File: src/lsq_pkg.sv
package lsq_pkg;

    localparam int XLEN     = 32;
    localparam int SQ_DEPTH = 8;
    localparam int SQ_IDX_W = 3;
    localparam int LB_DEPTH = 8;
    localparam int LB_IDX_W = 3;
    localparam int PREG_W   = 6;
    localparam int ROB_W    = 5;

    typedef logic [SQ_IDX_W-1:0] sq_ptr_t;
    typedef logic [LB_IDX_W-1:0] lb_idx_t;

    // Encoded as log2 of the byte count
    typedef enum logic [1:0] {
        BYTE = 2'd0,
        HALF = 2'd1,
        WORD = 2'd2
    } mem_size_e;

    typedef struct packed {
        sq_ptr_t          sq_idx;
        logic [XLEN-1:0]  base;
        logic [XLEN-1:0]  offset;
        logic [XLEN-1:0]  data;
        mem_size_e        size;
        logic [ROB_W-1:0] rob_idx;
    } store_resolve_t;

    typedef struct packed {
        lb_idx_t           lb_idx;
        logic [XLEN-1:0]   base;
        logic [XLEN-1:0]   offset;
        mem_size_e         size;
        logic              is_signed;
        logic [PREG_W-1:0] dest_preg;
        logic [ROB_W-1:0]  rob_idx;
    } load_resolve_t;

    typedef struct packed {
        logic             resolved;
        logic [XLEN-1:0]  addr;
        logic [XLEN-1:0]  data;
        mem_size_e        size;
        logic [ROB_W-1:0] rob_idx;
    } sq_entry_t;

    typedef sq_entry_t [SQ_DEPTH-1:0] sq_array_t;

    typedef struct packed {
        logic              resolved;
        sq_ptr_t           age;
        logic [XLEN-1:0]   addr;
        mem_size_e         size;
        logic              is_signed;
        logic [PREG_W-1:0] dest_preg;
        logic [ROB_W-1:0]  rob_idx;
    } lb_entry_t;

    typedef struct packed {
        logic [XLEN-1:0]   value;
        logic [PREG_W-1:0] dest_preg;
        logic [ROB_W-1:0]  rob_idx;
    } load_result_t;

    typedef struct packed {
        logic [XLEN-1:0]   addr;
        mem_size_e         size;
        logic              is_signed;
        logic [PREG_W-1:0] dest_preg;
        logic [ROB_W-1:0]  rob_idx;
    } cache_load_t;

    typedef struct packed {
        logic [XLEN-1:0]  addr;
        logic [XLEN-1:0]  data;
        mem_size_e        size;
        logic [ROB_W-1:0] rob_idx;
    } cache_store_t;

    // Store idx is older than a load of this age when it sits in [head, age)
    function automatic logic is_older(sq_ptr_t idx, sq_ptr_t age, sq_ptr_t head);
        sq_ptr_t idx_dist;
        sq_ptr_t age_dist;
        idx_dist = idx - head;
        age_dist = age - head;
        return idx_dist < age_dist;
    endfunction

    // One past the last byte, with a carry bit so the top of memory works
    function automatic logic [XLEN:0] access_end(logic [XLEN-1:0] addr, mem_size_e size);
        return {1'b0, addr} + ((XLEN+1)'(1) << size);
    endfunction

    function automatic logic store_covers(logic [XLEN-1:0] s_addr, mem_size_e s_size,
                                          logic [XLEN-1:0] l_addr, mem_size_e l_size);
        return (s_addr <= l_addr) &&
               (access_end(l_addr, l_size) <= access_end(s_addr, s_size));
    endfunction

    function automatic logic bytes_overlap(logic [XLEN-1:0] s_addr, mem_size_e s_size,
                                           logic [XLEN-1:0] l_addr, mem_size_e l_size);
        return ({1'b0, s_addr} < access_end(l_addr, l_size)) &&
               ({1'b0, l_addr} < access_end(s_addr, s_size));
    endfunction

endpackage

File: src/store_forward.sv
`timescale 1ns/10ps

module store_forward import lsq_pkg::*; (
    input  logic         clock,
    input  logic         reset,
    input  logic         issue_valid,
    input  lb_entry_t    issue_entry,
    input  sq_ptr_t      sq_head,
    input  sq_array_t    sq_entries,
    output logic         result_valid,
    output load_result_t result,
    output logic         cache_load_valid,
    output cache_load_t  cache_load
);

    logic            match;
    sq_ptr_t         match_idx;
    sq_entry_t       src;
    logic [1:0]      byte_off;
    logic [XLEN-1:0] shifted;
    logic [XLEN-1:0] value;

    ////////////////////
    // Store search
    ////////////////////

    // Oldest first, so the youngest covering store is the last hit
    always_comb begin
        match     = 1'b0;
        match_idx = sq_head;
        for (int k = 0; k < SQ_DEPTH; k++) begin
            if (is_older(sq_head + sq_ptr_t'(k), issue_entry.age, sq_head) &&
                    sq_entries[sq_head + sq_ptr_t'(k)].resolved &&
                    store_covers(sq_entries[sq_head + sq_ptr_t'(k)].addr,
                                 sq_entries[sq_head + sq_ptr_t'(k)].size,
                                 issue_entry.addr, issue_entry.size)) begin
                match     = 1'b1;
                match_idx = sq_head + sq_ptr_t'(k);
            end
        end
    end

    ////////////////////
    // Byte extraction
    ////////////////////

    // A covering store is at most a word, so the offset fits in two bits
    assign src      = sq_entries[match_idx];
    assign byte_off = issue_entry.addr[1:0] - src.addr[1:0];
    assign shifted  = src.data >> {byte_off, 3'b000};

    always_comb begin
        case (issue_entry.size)
            BYTE: begin
                value = issue_entry.is_signed ? {{(XLEN-8){shifted[7]}}, shifted[7:0]}
                                              : {{(XLEN-8){1'b0}}, shifted[7:0]};
            end
            HALF: begin
                value = issue_entry.is_signed ? {{(XLEN-16){shifted[15]}}, shifted[15:0]}
                                              : {{(XLEN-16){1'b0}}, shifted[15:0]};
            end
            default: begin
                value = shifted;
            end
        endcase
    end

    ////////////////////
    // Output stage
    ////////////////////

    always_ff @(posedge clock) begin
        if (reset) begin
            result_valid     <= 1'b0;
            cache_load_valid <= 1'b0;
        end else begin
            result_valid     <= issue_valid && match;
            cache_load_valid <= issue_valid && !match;
        end
    end

    always_ff @(posedge clock) begin
        result.value         <= value;
        result.dest_preg     <= issue_entry.dest_preg;
        result.rob_idx       <= issue_entry.rob_idx;
        cache_load.addr      <= issue_entry.addr;
        cache_load.size      <= issue_entry.size;
        cache_load.is_signed <= issue_entry.is_signed;
        cache_load.dest_preg <= issue_entry.dest_preg;
        cache_load.rob_idx   <= issue_entry.rob_idx;
    end

    // Only a load with a known address may reach the search
    assert property (@(posedge clock) disable iff (reset)
        issue_valid |-> issue_entry.resolved)
        else $error("load issued before its address was resolved");

endmodule

File: config.mk
export PLATFORM = sky130hd
export DESIGN_NAME = store_forward
export DESIGN_NICKNAME = d
export VERILOG_FILES = /design/src/lsq_pkg.sv /design/src/store_forward.sv
export SDC_FILE = /design/constraint.sdc
export NUM_CORES = 2
export LEC_CHECK = 0
export BUFFER_PORTS_ARGS = -buffer_cell sky130_fd_sc_hd__buf_2
export CAP_MARGIN = 20
export CELL_PAD_IN_SITES_DETAIL_PLACEMENT = 0
export CELL_PAD_IN_SITES_GLOBAL_PLACEMENT = 1
export CORE_UTILIZATION = 25
export DETAILED_ROUTE_END_ITERATION = 8
export PLACE_DENSITY_LB_ADDON = 0.1
export REMOVE_ABC_BUFFERS = 1
export SKIP_LAST_GASP = 1
export SYNTH_ARGS = -nofsm -noshare
export SYNTH_HDL_FRONTEND = slang
export SYNTH_SLANG_ARGS = --single-unit
File: constraint.sdc
create_clock -name clock -period 25.5 [get_ports clock]
set_clock_uncertainty 0.15 [all_clocks]
set_input_delay 5.1 -clock clock [delete_from_list [all_inputs] [get_ports clock]]
set_output_delay 5.1 -clock clock [all_outputs]
set_load 0.02 [all_outputs]
==> metrics.md <==
| Metric | Value |
|---|---|
| CTS root buffer | `clkbuf_16` |
| Gate Count Post-Synth | `3868` |
| NumNets Final | `5690` |
| Hold Path End | `cache_load[7]` |
| Vias per inst | `5.264` |
| Synth async-reset ratio | `0%` |
| Crit end category | `flop` |
| Hold Buf Count CTS | `0` |
| Die Span Y | `364.1 um` |
| Pins over their slew limit | `0` |
| First drt pass iteration count | `5` |
| Worst path arrival time | `18.09 ns` |
| Setup CP Type | `in -> reg` |
| DR iter-0 viols | `2154` |
| Core ar. | `129800 sq um` |
| Slowest stage cell, crit path | `nor4_2` |
| Clock period minus worst slack | `17.96 ns` |
| Die W | `364.1 um` |
| CTS resizes | `0` |
| First-pass GRT wire length | `235300 um` |
| Layout area overhead | `18.20%` |
| Hold Startpoint | `issue_entry[7]` |
| Largest net degree at the start of global routing | `100` |
| Final Hold Fails | `0` |
| Layout cells sized above 1 | `25.88%` |
| Final setup vio count | `0` |
| Gr usage total | `24.99%` |
| Worst VDD drop | `74.26 uV` |
| Antenna violations before repair | `19` |
| Seq cells post-synth | `80` |
| Cell Area, Synth | `32790 sq um` |
| FP Rows | `132` |
| Fin area | `38750 sq um` |
| Max Root-Sink Buffers | `2` |
| Netlist cell types | `83` |
| Final worst-path cycle share | `70.44%` |
| CP startpoint kind | `input pin` |
| Worst-path clk slew | `0.08 ns` |
| Total grt overflow | `0` |
| Number of enable flip-flop cells after synthesis | `0` |
| Total Wirelength | `168700 um` |
| Initial Util | `25.26%` |
| Synth Flop Type | `dfxtp_1` |
| WHS Path Cells | `1` |
| Pleak | `17.77 nW` |
| Relative slew slack | `21.23%` |
| I/O pin total | `723` |
| Power Density | `56.34 nW/um^2` |
| Number of global-route vias before repair | `31980` |
| I/O Buffers | `681` |
| Max-cap viol count | `0` |
| Post-CTS setup buffer count | `0` |
| CP max FO | `55` |
| Hpwl dp | `143700 um` |
| Run status | `finished clean` |
| RePlAce Congestion | `0.8923` |
| Die area | `132600 sq um` |
| DRC viols | `0` |
| Fillcell total | `14160` |
| F_max | `0.05567 GHz` |
| Via Count | `32830` |
| Avg WL per Cell | `27.06 um` |
| Avg Cell Area, Syn | `8.476 sq um` |
| Sequential share of the synthesized area | `4.885%` |
| CTS sink cnt | `80` |
| ANT nets after route | `0` |
| Total number of yosys warnings | `0` |
| CTS tree | `done` |
| CP peak stage delay | `0.98 ns` |
| Critical path required time | `25.62 ns` |
| H-tree levels | `3` |
| Setup TNS | `0 ns` |
| Num CTS Buffers | `9` |
| RSZ-0062 raised after global routing | `no` |
| Worst Max-Slew Pin Slew | `1.172 ns` |
| Worst hold path class | `in -> reg` |
| DP Area | `38410 sq um` |
-- per-stage QoR --
| step | hold WS [ns] | total power (W) | instances | util (%) | worst slack, ns |
|---|---|---|---|---|---|
| 6_report | 4.598 | 0.002183 | 6236 | 29.85 | 7.538 |
| 5_1_grt | 4.576 | 0.002379 | 6230 | 29.84 | 6.860 |
| 4_1_cts | 4.558 | 0.002200 | 6225 | 29.83 | 7.675 |
| 3_5_place_dp | 5.054 | 0.002010 | 6209 | 29.59 | 7.204 |
| 3_3_place_gp | 5.053 | 0.002013 | 6209 | 29.59 | 7.184 |
| 2_1_floorplan | 4.978 | 0.001461 | 3707 | - | 2.209 |
-- routing by layer --
layer / GRT usage (%) / vias up / wire length [um]
met3: 2.275 / 73 / 6339
met4: 4.581 / 6 / 2448
met1: 34.07 / 16160 / 78160
li1: - / 15750 / -
met2: 42.83 / 837 / 81760
met5: 0 / - / 43
-- registers in the layout, summed over array words and instances (netlist names) --
signal	cells
result	32
result_valid	1
cache_load_valid	1
cache_load	46
-- cell usage after synthesis, types with 16 or more instances --
master	instances	share of area [%]
a211oi_1	36	0.82
a21o_1	68	1.6
a21oi_1	205	3.1
a22oi_1	35	0.80
and2_1	33	0.63
and3_1	20	0.38
buf_1	24	0.27
buf_2	49	0.75
buf_4	29	0.66
clkbuf_1	59	0.68
dfxtp_1	80	4.9
ha_1	570	22
inv_1	211	2.4
mux2_2	56	1.9
mux2i_1	286	8.7
mux4_2	279	19
nand2_1	615	7.0
nand2b_1	26	0.50
nand3_1	127	1.9
nand4_1	118	2.3
nor2_1	203	2.3
nor2b_1	45	0.86
nor3_1	54	0.82
nor4_1	41	0.78
o211ai_1	27	0.62
o21a_1	20	0.46
o21ai_0	101	1.5
or3_1	16	0.31
xnor2_1	195	5.2
xor2_1	76	2.0
-- cells in the final DEF, fill, tap and decap left out, types with 26 or more instances in the layout --
master and n:
nor2b_1 43, o211ai_1 27, nor2_1 202, dfxtp_1 80, xor2_1 76, nand3_1 127
o21ai_0 101, inv_1 210, a21o_1 68, mux4_2 279, nand4_1 118, and2_1 33
nor4_1 37, buf_4 76, a21oi_1 205, a22oi_1 35, nor3_1 53, a211oi_1 36
nand2b_1 26, buf_2 678, mux2_2 56, ha_1 569, mux2i_1 286, nand2_1 615
xnor2_1 184
-- critical path: cells and delay by family --
| kind | cells | cell delay, ns |
|---|---|---|
| adder cells (fa/ha/maj) | 2 | 1.03 |
| AO/OA/AOI/OAI | 8 | 3.12 |
| multiplexers | 3 | 0.94 |
| buffers and inverters | 5 | 2.13 |
| XOR/XNOR | 1 | 0.21 |
| AND/OR/NAND/NOR | 13 | 5.34 |
-- final cells by class --
class	instances	area [sq um]	area share [%]
Multi-Input combinational cell	3416	29770	76.81
Timing Repair Buffer	760	4073	10.51
Tap cell	1742	2180	5.624
Sequential cell	80	1602	4.133
Inverter	211	792.0	2.044
Clock buffer	10	239.0	0.6166
Clock inverter	6	75.07	0.1937
Antenna cell	11	27.53	0.07103
-- report_power, final --
part,switching [W],leakage [nW],internal [W]
clock network,0.0000906,0.152,0.0000804
logic,0.00112,16.9,0.000727
registers,0.00000627,0.672,0.000158
total,0.00122,17.8,0.000965
-- worst max path at each step --
stage	cells after the start	to	slack, ns	from
after global routing	32	result[39]	6.86	sq_head[0]
after CTS	32	result[39]	7.67	sq_head[0]
after floorplan	35	result[37]	2.21	sq_head[0]
after detailed placement	32	result[38]	7.20	sq_head[0]
final	32	result[39]	7.54	sq_head[0]
after global placement	32	result[40]	7.18	sq_head[0]
-- cells by family (layout without fill, tap and decap cells) --
group,count (synthesis),in the layout,synth area share [%]
multiplexers,622,622,29.85
other,2,15,0.02291
AND/OR/NAND/NOR,1333,1333,18.72
flip-flops,80,80,4.885
adder cells (fa/ha/maj),580,580,22.36
XOR/XNOR,274,274,7.423
AO/OA/AOI/OAI,603,603,11.89
buffers and inverters,374,987,4.847
Power figures use the tool's default switching activity.
