File: src/lsq_pkg.sv
package lsq_pkg;

    localparam int XLEN     = 32;
    localparam int SQ_DEPTH = 8;
    localparam int SQ_IDX_W = 3;
    localparam int LB_DEPTH = 8;
    localparam int LB_IDX_W = 3;
    localparam int PREG_W   = 6;
    localparam int ROB_W    = 5;

    typedef logic [SQ_IDX_W-1:0] sq_ptr_t;
    typedef logic [LB_IDX_W-1:0] lb_idx_t;

    // Encoded as log2 of the byte count
    typedef enum logic [1:0] {
        BYTE = 2'd0,
        HALF = 2'd1,
        WORD = 2'd2
    } mem_size_e;

    typedef struct packed {
        sq_ptr_t          sq_idx;
        logic [XLEN-1:0]  base;
        logic [XLEN-1:0]  offset;
        logic [XLEN-1:0]  data;
        mem_size_e        size;
        logic [ROB_W-1:0] rob_idx;
    } store_resolve_t;

    typedef struct packed {
        lb_idx_t           lb_idx;
        logic [XLEN-1:0]   base;
        logic [XLEN-1:0]   offset;
        mem_size_e         size;
        logic              is_signed;
        logic [PREG_W-1:0] dest_preg;
        logic [ROB_W-1:0]  rob_idx;
    } load_resolve_t;

    typedef struct packed {
        logic             resolved;
        logic [XLEN-1:0]  addr;
        logic [XLEN-1:0]  data;
        mem_size_e        size;
        logic [ROB_W-1:0] rob_idx;
    } sq_entry_t;

    typedef sq_entry_t [SQ_DEPTH-1:0] sq_array_t;

    typedef struct packed {
        logic              resolved;
        sq_ptr_t           age;
        logic [XLEN-1:0]   addr;
        mem_size_e         size;
        logic              is_signed;
        logic [PREG_W-1:0] dest_preg;
        logic [ROB_W-1:0]  rob_idx;
    } lb_entry_t;

    typedef struct packed {
        logic [XLEN-1:0]   value;
        logic [PREG_W-1:0] dest_preg;
        logic [ROB_W-1:0]  rob_idx;
    } load_result_t;

    typedef struct packed {
        logic [XLEN-1:0]   addr;
        mem_size_e         size;
        logic              is_signed;
        logic [PREG_W-1:0] dest_preg;
        logic [ROB_W-1:0]  rob_idx;
    } cache_load_t;

    typedef struct packed {
        logic [XLEN-1:0]  addr;
        logic [XLEN-1:0]  data;
        mem_size_e        size;
        logic [ROB_W-1:0] rob_idx;
    } cache_store_t;

    // Store idx is older than a load of this age when it sits in [head, age)
    function automatic logic is_older(sq_ptr_t idx, sq_ptr_t age, sq_ptr_t head);
        sq_ptr_t idx_dist;
        sq_ptr_t age_dist;
        idx_dist = idx - head;
        age_dist = age - head;
        return idx_dist < age_dist;
    endfunction

    // One past the last byte, with a carry bit so the top of memory works
    function automatic logic [XLEN:0] access_end(logic [XLEN-1:0] addr, mem_size_e size);
        return {1'b0, addr} + ((XLEN+1)'(1) << size);
    endfunction

    function automatic logic store_covers(logic [XLEN-1:0] s_addr, mem_size_e s_size,
                                          logic [XLEN-1:0] l_addr, mem_size_e l_size);
        return (s_addr <= l_addr) &&
               (access_end(l_addr, l_size) <= access_end(s_addr, s_size));
    endfunction

    function automatic logic bytes_overlap(logic [XLEN-1:0] s_addr, mem_size_e s_size,
                                           logic [XLEN-1:0] l_addr, mem_size_e l_size);
        return ({1'b0, s_addr} < access_end(l_addr, l_size)) &&
               ({1'b0, l_addr} < access_end(s_addr, s_size));
    endfunction

endpackage

File: src/store_queue.sv
`timescale 1ns/10ps

module store_queue import lsq_pkg::*; (
    input  logic           clock,
    input  logic           reset,
    input  logic           store_alloc,
    input  logic           store_resolve_valid,
    input  store_resolve_t store_resolve,
    input  logic           store_commit,
    output sq_ptr_t        sq_tail,
    output sq_ptr_t        sq_head,
    output logic           sq_full,
    output logic           sq_head_resolved,
    output logic           store_retire,
    output logic           cache_store_valid,
    output cache_store_t   cache_store,
    output sq_array_t      sq_entries,
    output sq_ptr_t        oldest_unresolved,
    output logic           all_resolved
);

    logic [SQ_IDX_W:0] count;
    sq_ptr_t           scan_idx;
    logic              scan_found;

    ////////////////////
    // Head retirement
    ////////////////////

    assign sq_head_resolved  = sq_entries[sq_head].resolved;
    assign store_retire      = store_commit && sq_head_resolved;
    assign cache_store_valid = store_retire;

    // One slot stays empty so tail never catches head
    assign sq_full = (count == SQ_DEPTH - 1);

    always_comb begin
        cache_store.addr    = sq_entries[sq_head].addr;
        cache_store.data    = sq_entries[sq_head].data;
        cache_store.size    = sq_entries[sq_head].size;
        cache_store.rob_idx = sq_entries[sq_head].rob_idx;
    end

    ////////////////////
    // Ring update
    ////////////////////

    always_ff @(posedge clock) begin
        if (reset) begin
            sq_head <= '0;
            sq_tail <= '0;
            count   <= '0;
            for (int i = 0; i < SQ_DEPTH; i++) begin
                sq_entries[i].resolved <= 1'b0;
            end
        end else begin
            if (store_alloc) begin
                sq_entries[sq_tail].resolved <= 1'b0;
                sq_tail <= sq_tail + 1'b1;
            end

            // Late resolves to a finished entry are dropped
            if (store_resolve_valid && !sq_entries[store_resolve.sq_idx].resolved) begin
                sq_entries[store_resolve.sq_idx].resolved <= 1'b1;
                sq_entries[store_resolve.sq_idx].addr     <= store_resolve.base +
                                                             store_resolve.offset;
                sq_entries[store_resolve.sq_idx].data     <= store_resolve.data;
                sq_entries[store_resolve.sq_idx].size     <= store_resolve.size;
                sq_entries[store_resolve.sq_idx].rob_idx  <= store_resolve.rob_idx;
            end

            if (store_retire) begin
                sq_entries[sq_head].resolved <= 1'b0;
                sq_head <= sq_head + 1'b1;
            end

            case ({store_alloc, store_retire})
                2'b10: count <= count + 1'b1;
                2'b01: count <= count - 1'b1;
                default: ;
            endcase
        end
    end

    ////////////////////
    // Oldest unresolved
    ////////////////////

    // Walk youngest to oldest so the last hit is the oldest one
    always_comb begin
        scan_idx   = sq_head;
        scan_found = 1'b0;
        for (int k = SQ_DEPTH - 1; k >= 0; k--) begin
            if (k < count && !sq_entries[sq_head + sq_ptr_t'(k)].resolved) begin
                scan_idx   = sq_head + sq_ptr_t'(k);
                scan_found = 1'b1;
            end
        end
    end

    always_ff @(posedge clock) begin
        if (reset) begin
            oldest_unresolved <= '0;
            all_resolved      <= 1'b1;
        end else begin
            oldest_unresolved <= scan_idx;
            all_resolved      <= !scan_found;
        end
    end

    // Dispatch must stall on sq_full
    assert property (@(posedge clock) disable iff (reset) store_alloc |-> !sq_full)
        else $error("store allocated while the store queue is full");

    // A resolved head must also be a live entry of the ring
    assert property (@(posedge clock) disable iff (reset)
        cache_store_valid |-> (count != '0))
        else $error("cache store without a live resolved head entry");

endmodule

File: config.mk
export PLATFORM = sky130hd
export DESIGN_NAME = store_queue
export DESIGN_NICKNAME = d
export VERILOG_FILES = /design/src/lsq_pkg.sv /design/src/store_queue.sv
export SDC_FILE = /design/constraint.sdc
export NUM_CORES = 1
export LEC_CHECK = 0
export ABC_AREA = 1
export BUFFER_PORTS_ARGS = -buffer_cell sky130_fd_sc_hd__buf_4
export CORE_AREA = 2 2 304 306
export DETAILED_ROUTE_END_ITERATION = 6
export DIE_AREA = 0 0 306 308
export GPL_TIMING_DRIVEN = 0
export PLACE_DENSITY_LB_ADDON = 0.3
export RECOVER_POWER = 100
export SLEW_MARGIN = 10
export SYNTH_ARGS = -nofsm -noshare
export SYNTH_HDL_FRONTEND = slang
export SYNTH_SLANG_ARGS = --single-unit
File: constraint.sdc
create_clock -name clock -period 13.7 [get_ports clock]
set_input_delay 0.685 -clock clock [delete_from_list [all_inputs] [get_ports clock]]
set_output_delay 0.685 -clock clock [all_outputs]
set_load 0.01 [all_outputs]
==> impl_metrics.yaml <==
status:
  result_of_the_run: "finished with violations"
  violations_in_the_final_reports: "capacitance limit, slew limit"
clock_tree:
  post_cts_buffers: 0
  cts_tree: "yes"
  clock_latency_ns: 0.62
  hold_buffers: 0
  post_cts_resize_count: 0
  ctsLongestPathBuffers: 3
  root_buffer_master: "sky130_fd_sc_hd__clkbuf_16"
  htree_levels: 3
  tritoncts.num_buffers: 67
  clkSlewWorstSetupHoldPaths_ns: 0.06
  numClockSinks: 590
timing:
  setup_viol: 0
  rsz0062_at_grt: "no"
  max-slew-margin-rel_pct: -55.1
  fin_worst_hold_slack_ns: 0.369
  achievable_clock_frequency_mhz: 152
  worstMarginPinSlew_ns: 2.32
  finalWorstPathRequiredPeriod_ns: 6.58
  finalMaxSlewViolations: 357
  timing_hold_violations_final: 0
  period_share_pct: 48.0
  finClkSkew_ns: 0.0243
global_routing:
  grtUsageTotal_pct: 24.9
  grt_pass1_wl_mm: 165
  grt.overflow.total: 0
  number_of_global_route_vias_before_repair: 21414
  pin_count_of_the_biggest_net_entering_global_routing: 23
  grt_antenna_before_repair: 6
floorplanning:
  core_area_um2: 91000
  ioPinCount: 772
  die_h_um: 308
  dieArea_um2: 94200
  core.rowCount: 111
  die_width_um: 306
  initial_utilization_pct: 27.6
hold_path:
  worstHoldPathType: "input port to flip-flop"
synth:
  synth.most_common_cell: "sky130_fd_sc_hd__edfxtp_1"
  synth.distinct_cells: 51
  ys_seq_area_share_pct: 69.6
  synth_largest_type_area_fraction_pct: 67.8
  synth_top_area_cell: "sky130_fd_sc_hd__edfxtp_1"
  yosys-top-cells-count: "sky130_fd_sc_hd__edfxtp_1 (568), sky130_fd_sc_hd__nor2_1 (534), sky130_fd_sc_hd__o21ai_0 (323), sky130_fd_sc_hd__nand2_1 (102), sky130_fd_sc_hd__a31oi_1 (74)"
  synth_async_sr_flop_share_pct: 0
  synthesis.area_um2: 25100
  synth.net_count: 2286
  synth-edff-count: 568
  dominantRegCellSynth: "sky130_fd_sc_hd__edfxtp_1"
  synthesis.instances: 2131
  synth.top_cells.by_area: "sky130_fd_sc_hd__edfxtp_1 (68%), sky130_fd_sc_hd__nor2_1 (8.0%), sky130_fd_sc_hd__o21ai_0 (6.4%)"
  mapped_avg_cell_area_um2: 11.8
  ys.warnings.count: 0
  ys_seq_elements: 590
pwr:
  cellLeakagePower_nw: 10.8
  powerDensity_nw_per_um2: 138
  power_mw: 4.41
  vdd.ir_drop.worst_v: 0.000106
detailed_routing:
  drtPass1Iterations: 6
  drt_drc_violations_left: 0
  vias_post_dr: 21976
  vias_per_cell: 5.16
  drt_iter0_markers: 2327
  wl_per_cell_um: 28.8
  route.antenna.remaining_nets: 0
  route.final.wire_length_mm: 123
cells_and_area:
  number_of_nets_in_the_layout: 3177
  areaGrowthSynthToFinish_pct: 27.4
  drive_above_1_share_pct: 7.58
critical_path:
  critPathCaptureType: "primary output"
  critPathBufInv: 7
  worst_ep_arrival_time_ns: 5.89
  timing.critical_path.fanout_max: 10
  critPathMaxStageDelay_ns: 1.02
  cp-start-kind: "flip-flop"
  critical_path.most_common_cell: "sky130_fd_sc_hd__clkbuf_1"
  criticalPathCategory: "flip-flop to primary output"
  worst_path_dominant_cell_family: "buffers and inverters"
  cp_data_required_time_ns: 13.02
  timing.critical_path.cells: "clkbuf_1 > clkinvlp_2 > clkbuf_1 > clkbuf_1 > clkbuf_1 > clkbuf_1 > o21ai_0 > o22ai_1 > nor2_1 > a31oi_1 > clkbuf_1"
  cp_slowest_cell: "sky130_fd_sc_hd__clkbuf_1"
place:
  buffers_on_ports: 770
  routabilityCongestion: 0.887
  detailed_place_hpwl_mm: 92.5
run:
  max_cap_violations: 19
kinds of logic (layout without fill, tap and decap cells):
kind of cell / Yosys count / count (layout) / share of synthesized area [%]
XOR/XNOR: 31 / 31 / 1.08
flip-flops: 590 / 590 / 69.6
other: 0 / 2 / 0
adder cells (fa/ha/maj): 44 / 44 / 2.22
buffers and inverters: 185 / 1128 / 3.20
AND/OR/NAND/NOR: 719 / 719 / 11.5
AO/OA/AOI/OAI: 562 / 562 / 12.4
final cells by class:
cell class | count | area (um^2)
well taps | 1186 | 1480
flip-flops and latches | 590 | 17500
clock buffers | 83 | 1820
fillers | 9619 | 58900
plain buffers | 120 | 515
repair buffers | 822 | 3380
inverters | 65 | 245
clock inverters | 38 | 298
diodes | 2 | 5.00
multi-input cells | 1356 | 6790
placed cells by master (no fill, tap or decap), types with 52 or more instances in the layout:
| cell type | count |
|---|---|
| sky130_fd_sc_hd__inv_1 | 57 |
| sky130_fd_sc_hd__buf_4 | 74 |
| sky130_fd_sc_hd__clkbuf_1 | 831 |
| sky130_fd_sc_hd__edfxtp_1 | 568 |
| sky130_fd_sc_hd__o21ai_0 | 331 |
| sky130_fd_sc_hd__clkbuf_16 | 71 |
| sky130_fd_sc_hd__o22ai_1 | 72 |
| sky130_fd_sc_hd__nand2_1 | 104 |
| sky130_fd_sc_hd__nor2_1 | 535 |
| sky130_fd_sc_hd__a31oi_1 | 74 |
| sky130_fd_sc_hd__a21oi_1 | 52 |
layer usage:
metal	global-route usage (%)	routed length [um]
met5	0	0
met1	30.9	49200
met3	6.69	11300
met2	41.0	57000
met4	10.2	5210
final timing paths:
| kind | start | endpoint | slack, ns | cells past startpoint |
|---|---|---|---|---|
| worst max register to register | sq_entries[359]$_SDFF_PP0_ | flip-flop | 7.45 | 13 |
| worst min register to register | sq_tail[2]$_SDFFE_PP0P_ | sq_tail[2]$_SDFFE_PP0P_ | 0.55 | 2 |
| worst min-delay path | store_alloc | sq_tail[2]$_SDFFE_PP0P_ | 0.37 | 3 |
| worst max-delay path | sq_head[0]$_SDFFE_PP0P_ | cache_store[18] | 7.12 | 11 |
stage by stage:
stage	setup WS [ns]	cells	util [%]	area (um^2)	setup TNS, ns
after floorplan	4.82	2131	-	25100	0
after global placement	-4.18	4087	35.6	32400	-582.80
after detailed placement	9.03	4138	36.5	33200	0
after CTS	8.72	4259	38.8	35300	0
after global routing	6.60	4260	35.2	32000	0
final	7.12	4262	35.2	32000	0
worst register-to-register path, cell delays in order (launching register included):
cell and delay (ns):
sky130_fd_sc_hd__dfxtp_1 0.42, sky130_fd_sc_hd__nand2_1 0.12, sky130_fd_sc_hd__nand3_1 0.10, sky130_fd_sc_hd__nor3_1 0.28, sky130_fd_sc_hd__nand3_1 0.28, sky130_fd_sc_hd__nor4_1 1.25, sky130_fd_sc_hd__clkbuf_1 0.40, sky130_fd_sc_hd__clkbuf_1 0.46
sky130_fd_sc_hd__clkbuf_1 0.41, sky130_fd_sc_hd__clkbuf_1 0.37, sky130_fd_sc_hd__clkbuf_1 0.40, sky130_fd_sc_hd__clkbuf_1 0.50, sky130_fd_sc_hd__clkbuf_1 0.43, sky130_fd_sc_hd__clkbuf_1 0.46
power by group:
part	internal [mW]	switching, mW	total [mW]
clock network	1.01	0.761	1.77
logic	0.144	0.432	0.576
registers	2.05	0.0183	2.07
total	3.20	1.21	4.41
No activity file was read; power rests on OpenSTA's default activity.
